==> src/params.sv <==
/* panel geometry and host command codes. each dimension must be at least 2
   so that every index type below gets one or more bits. */
package params;

    localparam int PIXEL_WIDTH = 4;       // columns per row.
    localparam int PIXEL_HEIGHT = 2;      // rows.
    localparam int BYTES_PER_PIXEL = 3;   // byte 2 red, 1 green, 0 blue.

    localparam int FRAME_BYTES = PIXEL_WIDTH * PIXEL_HEIGHT * BYTES_PER_PIXEL;
    localparam int FRAME_ADDR_W = $clog2(FRAME_BYTES);   // linear buffer index.
    localparam logic [FRAME_ADDR_W-1:0] FRAME_LAST = FRAME_ADDR_W'(FRAME_BYTES - 1);

    // host command bytes.
    localparam logic [7:0] CMD_LOAD_FRAME = 8'h01;   // followed by FRAME_BYTES bytes.
    localparam logic [7:0] CMD_SET_BLANK = 8'h02;    // followed by one argument byte.

endpackage

==> src/types.sv <==
/* address, buffer write and pixel structs. index widths follow the geometry
   in params, so a dimension of 1 is not supported. */
package types;

    typedef logic [$clog2(params::PIXEL_HEIGHT)-1:0] row_addr_t;
    typedef logic [$clog2(params::PIXEL_WIDTH)-1:0] col_addr_t;
    typedef logic [$clog2(params::BYTES_PER_PIXEL)-1:0] pixel_addr_t;

    // one byte position in the frame.
    typedef struct packed {
        row_addr_t row;
        col_addr_t col;
        pixel_addr_t pixel;
    } frame_addr_t;

    // frame buffer write, valid for a single cycle per byte.
    typedef struct packed {
        frame_addr_t addr;
        logic [7:0] data;
        logic valid;
    } ram_wr_t;

    // one scanned pixel with its position.
    typedef struct packed {
        row_addr_t row;
        col_addr_t col;
        logic [7:0] red;
        logic [7:0] green;
        logic [7:0] blue;
    } pixel_word_t;

endpackage
==> src/command_decoder.sv <==
/* host byte stream parser, no back-pressure. a load command always takes the
   next FRAME_BYTES bytes as payload, whatever their values. */
`timescale 1ns/1ps

module command_decoder (
    input  logic clk,
    input  logic reset,
    input  logic [7:0] rx_byte,
    input  logic rx_valid,
    output logic [7:0] frame_byte,
    output logic frame_byte_valid,
    output logic blank
);

    typedef enum logic [1:0] {
        ST_COMMAND,
        ST_FRAME,
        ST_BLANK_ARG
    } dec_state_t;

    dec_state_t state;
    logic [params::FRAME_ADDR_W-1:0] byte_count;   // payload bytes taken so far.

    always_ff @(posedge clk) begin
        if (reset) begin
            state <= ST_COMMAND;
            byte_count <= '0;
            frame_byte_valid <= 1'b0;
            blank <= 1'b0;
        end else begin
            frame_byte_valid <= 1'b0;
            if (rx_valid) begin
                case (state)
                    ST_COMMAND: begin
                        if (rx_byte == params::CMD_LOAD_FRAME) begin
                            state <= ST_FRAME;
                            byte_count <= '0;
                        end else if (rx_byte == params::CMD_SET_BLANK) begin
                            state <= ST_BLANK_ARG;
                        end
                        // anything else is dropped.
                    end
                    ST_FRAME: begin
                        frame_byte_valid <= 1'b1;
                        if (byte_count == params::FRAME_LAST) begin
                            state <= ST_COMMAND;
                        end else begin
                            byte_count <= byte_count + 1'b1;
                        end
                    end
                    ST_BLANK_ARG: begin
                        blank <= (rx_byte != 8'h00);
                        state <= ST_COMMAND;
                    end
                    default: state <= ST_COMMAND;
                endcase
            end
        end
    end

    // payload register, qualified by frame_byte_valid.
    always_ff @(posedge clk) begin
        if (rx_valid) begin
            frame_byte <= rx_byte;
        end
    end

endmodule

==> src/control_cmd_readframe.sv <==
/* frame writer. bytes are stored from the last address down to 0,0,0, so the
   host sends the frame in reverse order. one write per enabled byte. */
`timescale 1ns/1ps

module control_cmd_readframe (
    input  logic clk,
    input  logic reset,
    input  logic [7:0] frame_byte,
    input  logic enable,
    output types::ram_wr_t wr,
    output logic done
);

    typedef enum logic [1:0] {
        ST_PRIME,
        ST_COUNT,
        ST_DONE
    } wr_state_t;

    wr_state_t state;
    types::frame_addr_t addr;        // address of the last byte written.
    types::frame_addr_t addr_next;
    types::frame_addr_t top_addr;

    always_comb begin
        top_addr.row = types::row_addr_t'(params::PIXEL_HEIGHT - 1);
        top_addr.col = types::col_addr_t'(params::PIXEL_WIDTH - 1);
        top_addr.pixel = types::pixel_addr_t'(params::BYTES_PER_PIXEL - 1);
    end

    // count down pixel, then column, then row.
    always_comb begin
        addr_next = addr;
        if (addr.pixel != '0) begin
            addr_next.pixel = addr.pixel - 1'b1;
        end else begin
            addr_next.pixel = top_addr.pixel;
            if (addr.col != '0) begin
                addr_next.col = addr.col - 1'b1;
            end else begin
                addr_next.col = top_addr.col;
                addr_next.row = addr.row - 1'b1;
            end
        end
    end

    always_ff @(posedge clk) begin
        if (reset) begin
            state <= ST_PRIME;
            addr <= '0;
            wr.valid <= 1'b0;
            done <= 1'b0;
        end else begin
            wr.valid <= 1'b0;
            done <= 1'b0;
            case (state)
                ST_PRIME: begin
                    if (enable) begin
                        addr <= top_addr;   // first byte goes to the top.
                        wr.addr <= top_addr;
                        wr.data <= frame_byte;
                        wr.valid <= 1'b1;
                        state <= ST_COUNT;
                    end
                end
                ST_COUNT: begin
                    if (enable) begin
                        addr <= addr_next;
                        wr.addr <= addr_next;
                        wr.data <= frame_byte;
                        wr.valid <= 1'b1;
                        if (addr_next == '0) begin
                            state <= ST_DONE;
                        end
                    end
                end
                ST_DONE: begin
                    done <= 1'b1;   // cycle after the final write.
                    state <= ST_PRIME;
                end
                default: state <= ST_PRIME;
            endcase
        end
    end

endmodule

==> src/frame_buffer.sv <==
/* single-frame byte store. the read is registered; a read of the address
   being written in the same cycle returns the old byte. */
`timescale 1ns/1ps

module frame_buffer (
    input  logic clk,
    input  types::ram_wr_t wr,
    input  types::frame_addr_t rd_addr,
    output logic [7:0] rd_data
);

    logic [7:0] mem [params::FRAME_BYTES];

    logic [params::FRAME_ADDR_W-1:0] wr_index;
    logic [params::FRAME_ADDR_W-1:0] rd_index;

    // (row * width + col) * bytes per pixel + pixel.
    function automatic logic [params::FRAME_ADDR_W-1:0] lin_index(
        input types::frame_addr_t a
    );
        int idx;
        idx = (int'(a.row) * params::PIXEL_WIDTH + int'(a.col)) * params::BYTES_PER_PIXEL;
        idx = idx + int'(a.pixel);
        return params::FRAME_ADDR_W'(idx);
    endfunction

    assign wr_index = lin_index(wr.addr);
    assign rd_index = lin_index(rd_addr);

    always_ff @(posedge clk) begin
        if (wr.valid) begin
            mem[wr_index] <= wr.data;
        end
        rd_data <= mem[rd_index];   // old data on a collision.
    end

endmodule

==> src/led_panel_top.sv <==
/* LED panel controller top. frame_loaded pulses three cycles after the
   strobe of the last payload byte. */
`timescale 1ns/1ps

module led_panel_top (
    input  logic clk,
    input  logic reset,
    input  logic [7:0] rx_byte,
    input  logic rx_valid,
    output types::pixel_word_t pixel_out,
    output logic pixel_valid,
    output logic frame_loaded
);

    logic [7:0] frame_byte;
    logic frame_byte_valid;
    logic blank;
    types::ram_wr_t wr;
    types::frame_addr_t rd_addr;
    logic [7:0] rd_data;

    command_decoder decoder_i (
        .clk              (clk),
        .reset            (reset),
        .rx_byte          (rx_byte),
        .rx_valid         (rx_valid),
        .frame_byte       (frame_byte),
        .frame_byte_valid (frame_byte_valid),
        .blank            (blank)
    );

    control_cmd_readframe writer_i (
        .clk        (clk),
        .reset      (reset),
        .frame_byte (frame_byte),
        .enable     (frame_byte_valid),
        .wr         (wr),
        .done       (frame_loaded)
    );

    frame_buffer buffer_i (
        .clk     (clk),
        .wr      (wr),
        .rd_addr (rd_addr),
        .rd_data (rd_data)
    );

    panel_scanner scanner_i (
        .clk         (clk),
        .reset       (reset),
        .blank       (blank),
        .rd_addr     (rd_addr),
        .rd_data     (rd_data),
        .pixel_out   (pixel_out),
        .pixel_valid (pixel_valid)
    );

endmodule

==> src/panel_scanner.sv <==
/* free-running scan, one pixel every BYTES_PER_PIXEL cycles from 0,0 upward.
   blank zeroes the colours only, positions keep advancing. */
`timescale 1ns/1ps

module panel_scanner (
    input  logic clk,
    input  logic reset,
    input  logic blank,
    output types::frame_addr_t rd_addr,
    input  logic [7:0] rd_data,
    output types::pixel_word_t pixel_out,
    output logic pixel_valid
);

    types::frame_addr_t scan_addr;   // address issued this cycle.
    types::frame_addr_t addr_d;      // address matching rd_data.
    logic addr_d_valid;
    logic [7:0] red_hold;
    logic [7:0] green_hold;

    assign rd_addr = scan_addr;

    always_ff @(posedge clk) begin
        if (reset) begin
            scan_addr.row <= '0;
            scan_addr.col <= '0;
            scan_addr.pixel <= types::pixel_addr_t'(params::BYTES_PER_PIXEL - 1);
            addr_d_valid <= 1'b0;
            pixel_valid <= 1'b0;
        end else begin
            addr_d_valid <= 1'b1;
            pixel_valid <= addr_d_valid && (addr_d.pixel == '0);
            if (scan_addr.pixel != '0) begin
                scan_addr.pixel <= scan_addr.pixel - 1'b1;
            end else begin
                scan_addr.pixel <= types::pixel_addr_t'(params::BYTES_PER_PIXEL - 1);
                if (scan_addr.col == types::col_addr_t'(params::PIXEL_WIDTH - 1)) begin
                    scan_addr.col <= '0;
                    if (scan_addr.row == types::row_addr_t'(params::PIXEL_HEIGHT - 1)) begin
                        scan_addr.row <= '0;
                    end else begin
                        scan_addr.row <= scan_addr.row + 1'b1;
                    end
                end else begin
                    scan_addr.col <= scan_addr.col + 1'b1;
                end
            end
        end
    end

    // gather colour bytes, emit when blue arrives.
    always_ff @(posedge clk) begin
        addr_d <= scan_addr;
        case (addr_d.pixel)
            types::pixel_addr_t'(2): red_hold <= rd_data;
            types::pixel_addr_t'(1): green_hold <= rd_data;
            types::pixel_addr_t'(0): begin
                pixel_out.row <= addr_d.row;
                pixel_out.col <= addr_d.col;
                pixel_out.red <= blank ? 8'h00 : red_hold;
                pixel_out.green <= blank ? 8'h00 : green_hold;
                pixel_out.blue <= blank ? 8'h00 : rd_data;
            end
            default: ;
        endcase
    end

endmodule

==> config.mk <==
export PLATFORM = sky130hd
export DESIGN_NAME = led_panel_top
export DESIGN_NICKNAME = d
export VERILOG_FILES = /design/src/params.sv /design/src/types.sv /design/src/command_decoder.sv /design/src/control_cmd_readframe.sv /design/src/frame_buffer.sv /design/src/led_panel_top.sv /design/src/panel_scanner.sv
export SDC_FILE = /design/constraint.sdc
export NUM_CORES = 1
export LEC_CHECK = 0
export BUFFER_PORTS_ARGS = -buffer_cell sky130_fd_sc_hd__buf_2
export CELL_PAD_IN_SITES_DETAIL_PLACEMENT = 0
export CELL_PAD_IN_SITES_GLOBAL_PLACEMENT = 1
export CORE_ASPECT_RATIO = 1.25
export CORE_MARGIN = 5
export CORE_UTILIZATION = 43
export CTS_CLUSTER_SIZE = 25
export DETAILED_ROUTE_END_ITERATION = 8
export PLACE_DENSITY = 0.69
export SYNTH_ARGS = -nofsm -noshare
export SYNTH_HDL_FRONTEND = slang
export SYNTH_SLANG_ARGS = --single-unit
==> constraint.sdc <==
create_clock -name clk -period 2.8 [get_ports clk]
set_input_delay 0.14 -clock clk [delete_from_list [all_inputs] [get_ports clk]]
set_output_delay 0.14 -clock clk [all_outputs]
set_load 0.005 [all_outputs]
# Word-level counts from Yosys, hierarchy flattened
# Memories as Yosys holds them, arrays and structs flattened. A register that Yosys moved wholly into a read port is not among the register bits.
# Cells that the tools add are included.
# W data, S select, Z words.
[totals] word_cells=112 memories=1 mem_bits_rw=192 register_bits=94 output_inout_bits=29
[classes] n_bitwise=3 n_eq_ne=17 reduce_logical=20 mul=2 add_sub_neg=11 muxes=28
[mem_list] memory="buffer_i.mem" words=24 word_bits=8 rd=1 rd_ports_with_merged_regs=1 write_ports=1 line="frame_buffer.sv:12" source="logic [7:0] mem [params::FRAME_BYTES];"
[ops] op="$mul A32 B3 Y5 const B" n=2
[ops] op="$mux W14" n=2
[ops] op="$pmux W14 S2" n=1
[ops] op="$mux W5" n=4
[ops] op="$pmux W5 S2" n=2
[ops] op="$mux W2" n=9
[ops] op="$add A5 B3 Y5" n=2
[ops] op="$reduce_bool A2 Y1" n=5
[ops] op="$reduce_and A3 Y1" n=3
[ops] op="$add A3 B2 Y4" n=2
[ops] op="$eq A2 B2 Y1 const B" n=4
[ops] op="$eq A8 B1 Y1 const B" n=1
[ops] op="$eq A8 B2 Y1 const B" n=1
[ops] op="$pmux W2 S2" n=2
[ops] op="$reduce_and A4 Y1" n=2
[ops] op="$reduce_bool A8 Y1" n=1
[ops] op="$mux W1" n=7
[ops] op="$eq A2 B1 Y1 const B" n=3
[ops] op="$logic_not A2 Y1" n=3
[ops] op="$ne A2 B1 Y1 const B" n=3
[ops] op="$ne A2 B2 Y1 const B" n=3
[ops] op="$sub A2 B1 Y2 const B" n=3
[ops] op="$add A5 B1 Y5 const B" n=1
[ops] op="$eq A5 B5 Y1 const B" n=1
[ops] op="other kinds (10)" n=14

# Longest topological paths before layout
[logic_depth] depth_word=7 depth_mapped=12 mapped_depth_nobuf=10

# Modules after synthesis
# From an unflattened synthesis, not the netlist that was laid out.
[unflattened] cells_unflattened=684 hier_area_um2=11588.6
[modules_own_cells] mod="frame_buffer" area_each_um2=8102.8 seq_area_each_um2=5925.7 instances=1 cells_per_inst=442
[modules_own_cells] mod="panel_scanner" area_each_um2=1820.5 seq_area_each_um2=1531.5 instances=1 cells_per_inst=101
[modules_own_cells] mod="control_cmd_readframe" area_each_um2=942.2 seq_area_each_um2=570.5 instances=1 cells_per_inst=80
[modules_own_cells] mod="command_decoder" area_each_um2=723.2 seq_area_each_um2=420.4 instances=1 cells_per_inst=61

# Least setup slack after synthesis
# OpenSTA, ideal clock, no wires.
[synth_timing] path_kind="reg-to-reg" from="register writer_i.wr[12] (netlist name)" to="memory buffer_i.mem[21][0] (enable)" arrival_ps=2573 slack_ps=-144 t_required_ps=2430 path_stages_with_launch=11 cell_sequence="edfxtp_1 inv_1 ha_1 inv_1 ha_1 ha_1 a21o_1 a21oi_1 xor2_1 or3_1 nor2_1"
[synth_between] elab_chain_cells=3
[synth_lines] element="$add A3 B2 Y4" line="frame_buffer.sv:22" source="idx = (int'(a.row) * params::PIXEL_WIDTH + int'(a.col)) * params::BYTES_PER_PIXEL;"
[synth_lines] element="$mul A32 B3 Y5" line="frame_buffer.sv:22"
[synth_lines] element="$add A5 B3 Y5" line="frame_buffer.sv:23" source="idx = idx + int'(a.pixel);"
[synth_lines] element="end: declaration" line="frame_buffer.sv:12"
# Every way passes these cells.

# Worst setup path in the final report
[layout_timing] from="register scanner_i.scan_addr, in the netlist scanner_i.rd_addr[3]" to="register buffer_i.rd_data[5] (read register of buffer_i.mem)"
[layout_between] elab_chain_cells=3
[layout_lines] element="start: declaration" line="panel_scanner.sv:15" source="types::frame_addr_t scan_addr;"
[layout_lines] element="$add A3 B2 Y4" line="frame_buffer.sv:22"
[layout_lines] element="$mul A32 B3 Y5" line="frame_buffer.sv:22"
[layout_lines] element="$add A5 B3 Y5" line="frame_buffer.sv:23"
[layout_lines] element="end: declaration" line="frame_buffer.sv:9" source="output logic [7:0] rd_data"
# Every way passes these cells.
# A chain may end at the register's enable or synchronous reset.

==> impl_results.md <==
- Vias in the first global route: 6600
- Detailed Routing Iterations Pass 1: 5
- Synthesized area per cell: 16.58 sq um
- Critical Path Max Stage Delay: 430 ps
- Total power: 11.68 mW
- Final net count: ~850
- Async S/R FF share, synth: 0%
- Avg WL per Cell: 20.47 um
- Synth Flop Type: edfxtp_1
- Post-DR vias/cell: ~5.3
- IO Count: 40
- Peak supply drop: 0.0005006 V
- R2r worst-path depth: 11
- CP Cell Sequence: ha_4, ha_4, ha_4, fa_2, xor2_4, and2_4, buf_12, buf_4, a22oi_2, nand3_2, a32oi_1
- Commonest non-fill, non-tap cell in the layout: edfxtp_1
- Slew of the pin with the lowest slew margin: 907.9 ps
- Largest net degree at the start of global routing: 49
- Post-synthesis cell area: 0.01148 sq mm
- PwrDens: 832.5 mW/mm^2
- R2R Setup Slk: 6 ps
- Worst Setup SP: scanner_i.rd_addr[3]$_SDFFE_PP0P_
- Initial antenna violation count: 0
- First-pass GRT wire length: 37040 um
- Clk sinks: 294
- Synth Warn #: 0
- Clock slew seen by the registers of the worst setup and hold paths: ~60 ps
- CP arrival: 3270 ps
- Multi-input gate area: 0.003193 sq mm
- Clock latency on the worst-skew pair: 550 ps
- Slowest CP cell: fa_2
- WL final: 24080 um
- Post-DP HPWL: 16460 um
- Slew headroom: 39.39%
- Synth-to-Final Area Change: 22.23%
- Tcrit/Tclk final: 99.78%
- Number of antenna diodes: 0
- Die W: around 160 um
- Clock root buffer: clkbuf_16
- Number of max-slew violations in the final report: 0
- GRT Util Overall: 16.08%
- Worst Hold Class: in -> reg
- Post-synth cell types: 50
- Worst setup path class: reg -> reg
- Fill cells: 2066
- CP max FO: 10
- Final Skew: approximately 26 ps
- Number of max-cap violations: 0
- P_leak: roughly 5 nW
- Final instance area: between 0.01 and 0.015 sq mm
- Fin crit period: 2794 ps
- Setup bufs post-CTS: 0
- Most frequent cells in the layout: 256 x edfxtp_1, 66 x mux2i_1, 49 x buf_4
- Cell mode on critical path: ha_4
- Number of port buffers: 39
- WHS: about 320 ps
- Synth Register Bits: 294
- Die area: 0.03008 sq mm
- RePlAce Congestion: 0.8257
- Placed inst area: 0.01259 sq mm
- Ratio of cells with drive above 1 in the final layout: roughly 29%
- Critical R2R Launch: scanner_i.rd_addr[3]$_SDFFE_PP0P_
- H-tree depth: 1
- FF-to-FF End: buffer_i.rd_data[5]$_DFF_P_
- Final hold vios: 0
- Vias: 6237
- Max Fclk: 357.9 MHz
- Global route total overflow: 0
- Initial Util: roughly 44%
- FF+latch area: 0.008453 sq mm
- Core Footprint: 0.02618 sq mm
- Residual DRC: 0
- TNS Setup: 0 ps
- Post-synthesis cell count: between 600 and 700
- Post-synth EDFFs: 256
- Mapped Nets: ~730
- Rows: 66
- CTS tree: built
- Status: finished, final reports clean
- RSZ-0062 raised after global routing: true
- Crit. End Element: flip-flop
- Longest Clk Path Bufs: 3
- Proportion of synthesized chip area in sequential cells: between 70% and 80%
- Final setup viols: 0
- CP Launch Type: flip-flop
- Worst Setup EP: buffer_i.rd_data[5]$_DFF_P_
- Num CTS Buffers: 29
- DRC violation total after the first TritonRoute iteration: 277
- Critical Path RT: 3270 ps
- Fin util: between 50% and 60%
- DRT antenna net count: 0
- Die Ht: 192.7 um
[area by class of cell]
cell class | instances | share of cell area, %
timing repair buffer | 121 | 6.949
multi-input combinational | 351 | 22.76
clock buffer | 31 | 5.227
sequential | 294 | 60.26
inverter | 17 | 0.4549
clock inverter | 22 | 1.311
tap | 340 | 3.033
[through the flow]
step	worst slack (ps)	instances
6_report	6.054	1176
5_1_grt	-72.87	1176
2_1_floorplan	-128.4	692
3_5_place_dp	-191.9	1113
3_3_place_gp	-155.5	1113
4_1_cts	0.3810	1176
[cells by family after synthesis]
| family | after synthesis | synth area share, % |
|---|---|---|
| AOI/OAI and AO/OA | 79 | 4.808 |
| buffers and inverters | 47 | 1.984 |
| muxes | 82 | 8.897 |
| DFF | 294 | 73.62 |
| adders and majority gates | 26 | 2.966 |
| xor gates and xnor gates | 9 | 0.7524 |
| and+or+nand+nor | 155 | 6.978 |
[worst max-delay path: cells and delay by family (launching register included)]
kind	cells	cell delay [ps]
adder cells (fa/ha/maj)	4	1070
buffers and inverters	2	300
flip-flops	1	360
AO/OA/AOI/OAI	2	420
AND/OR/NAND/NOR	2	320
XOR/XNOR	1	230
[synthesized netlist by cell type, types with 2 or more instances]
cell / instances / area share, %
buf_2: 9 / 0.39
a32oi_1: 8 / 0.61
buf_4: 8 / 0.52
a21o_1: 3 / 0.20
xnor2_1: 2 / 0.15
nand2_1: 18 / 0.59
edfxtp_1: 256 / 67
dfxtp_1: 38 / 6.6
nand3b_1: 3 / 0.20
ha_1: 24 / 2.6
nor3_1: 6 / 0.26
mux4_2: 16 / 3.1
or3b_2: 2 / 0.15
clkbuf_1: 9 / 0.29
clkbuf_2: 2 / 0.087
or3_1: 2 / 0.11
a211oi_1: 2 / 0.13
nor4_1: 3 / 0.16
nand3_1: 25 / 1.1
o21ai_0: 3 / 0.13
inv_1: 17 / 0.56
a22oi_1: 32 / 2.1
and2_1: 10 / 0.55
xor2_1: 6 / 0.46
mux2i_1: 66 / 5.8
nor2b_1: 28 / 1.5
nand2b_1: 2 / 0.11
and3_1: 2 / 0.11
a21oi_1: 21 / 0.92
fa_1: 2 / 0.35
nor2_1: 48 / 1.6
[worst min-delay path by stage]
stage | start | end | slack, ps | cells after the start
detailed placement | rx_byte[3] | decoder_i.frame_byte[3]$_DFFE_PP_ | 340 | 1
CTS | rx_byte[3] | decoder_i.frame_byte[3]$_DFFE_PP_ | 290 | 2
global placement | rx_byte[3] | decoder_i.frame_byte[3]$_DFFE_PP_ | 340 | 1
floorplan | reset | writer_i.state[1]$_SDFFE_PP0P_ | 220 | 1
finish | rx_byte[2] | decoder_i.frame_byte[2]$_DFFE_PP_ | 320 | 2
global route | rx_byte[3] | decoder_i.frame_byte[3]$_DFFE_PP_ | 310 | 2
[layer usage]
layer	routed length (um)	part of all wire (%)	global-route usage [%]	up-vias
li1	-	-	-	2901
met2	12740	53	29.21	156
met4	1046	4.3	6.945	0
met1	9264	38	18.97	3116
met3	1025	4.3	2.288	64
met5	0	0	0	-
[registers in the layout, summed over array words and instances, names as in the netlist]
name / count
buffer_i.mem: 192
scanner_i.pixel_out: 27
writer_i.wr: 14
buffer_i.rd_data: 8
decoder_i.frame_byte: 8
scanner_i.green_hold: 8
scanner_i.red_hold: 8
decoder_i.byte_count: 5
scanner_i.addr_d: 5
scanner_i.rd_addr: 5
writer_i.addr: 5
decoder_i.state: 2
writer_i.state: 2
decoder_i.blank: 1
decoder_i.frame_byte_valid: 1
scanner_i.addr_d_valid: 1
scanner_i.pixel_valid: 1
writer_i.done: 1
[timing repair]
action                                  4_1_cts  5_1_grt
hold endpoints to repair                     19        0
pin swaps                                    11       13
gates resized for setup                      30       54
hold buffers                                 10        0
endpoints found under the setup margin      200      200
[where the power goes]
part	switching [mW]	internal, mW
Combinational	1.50	1.27
Sequential	0.127	5.10
Clock	1.59	2.09
Note: power is estimated with default switching activity, not from simulation.
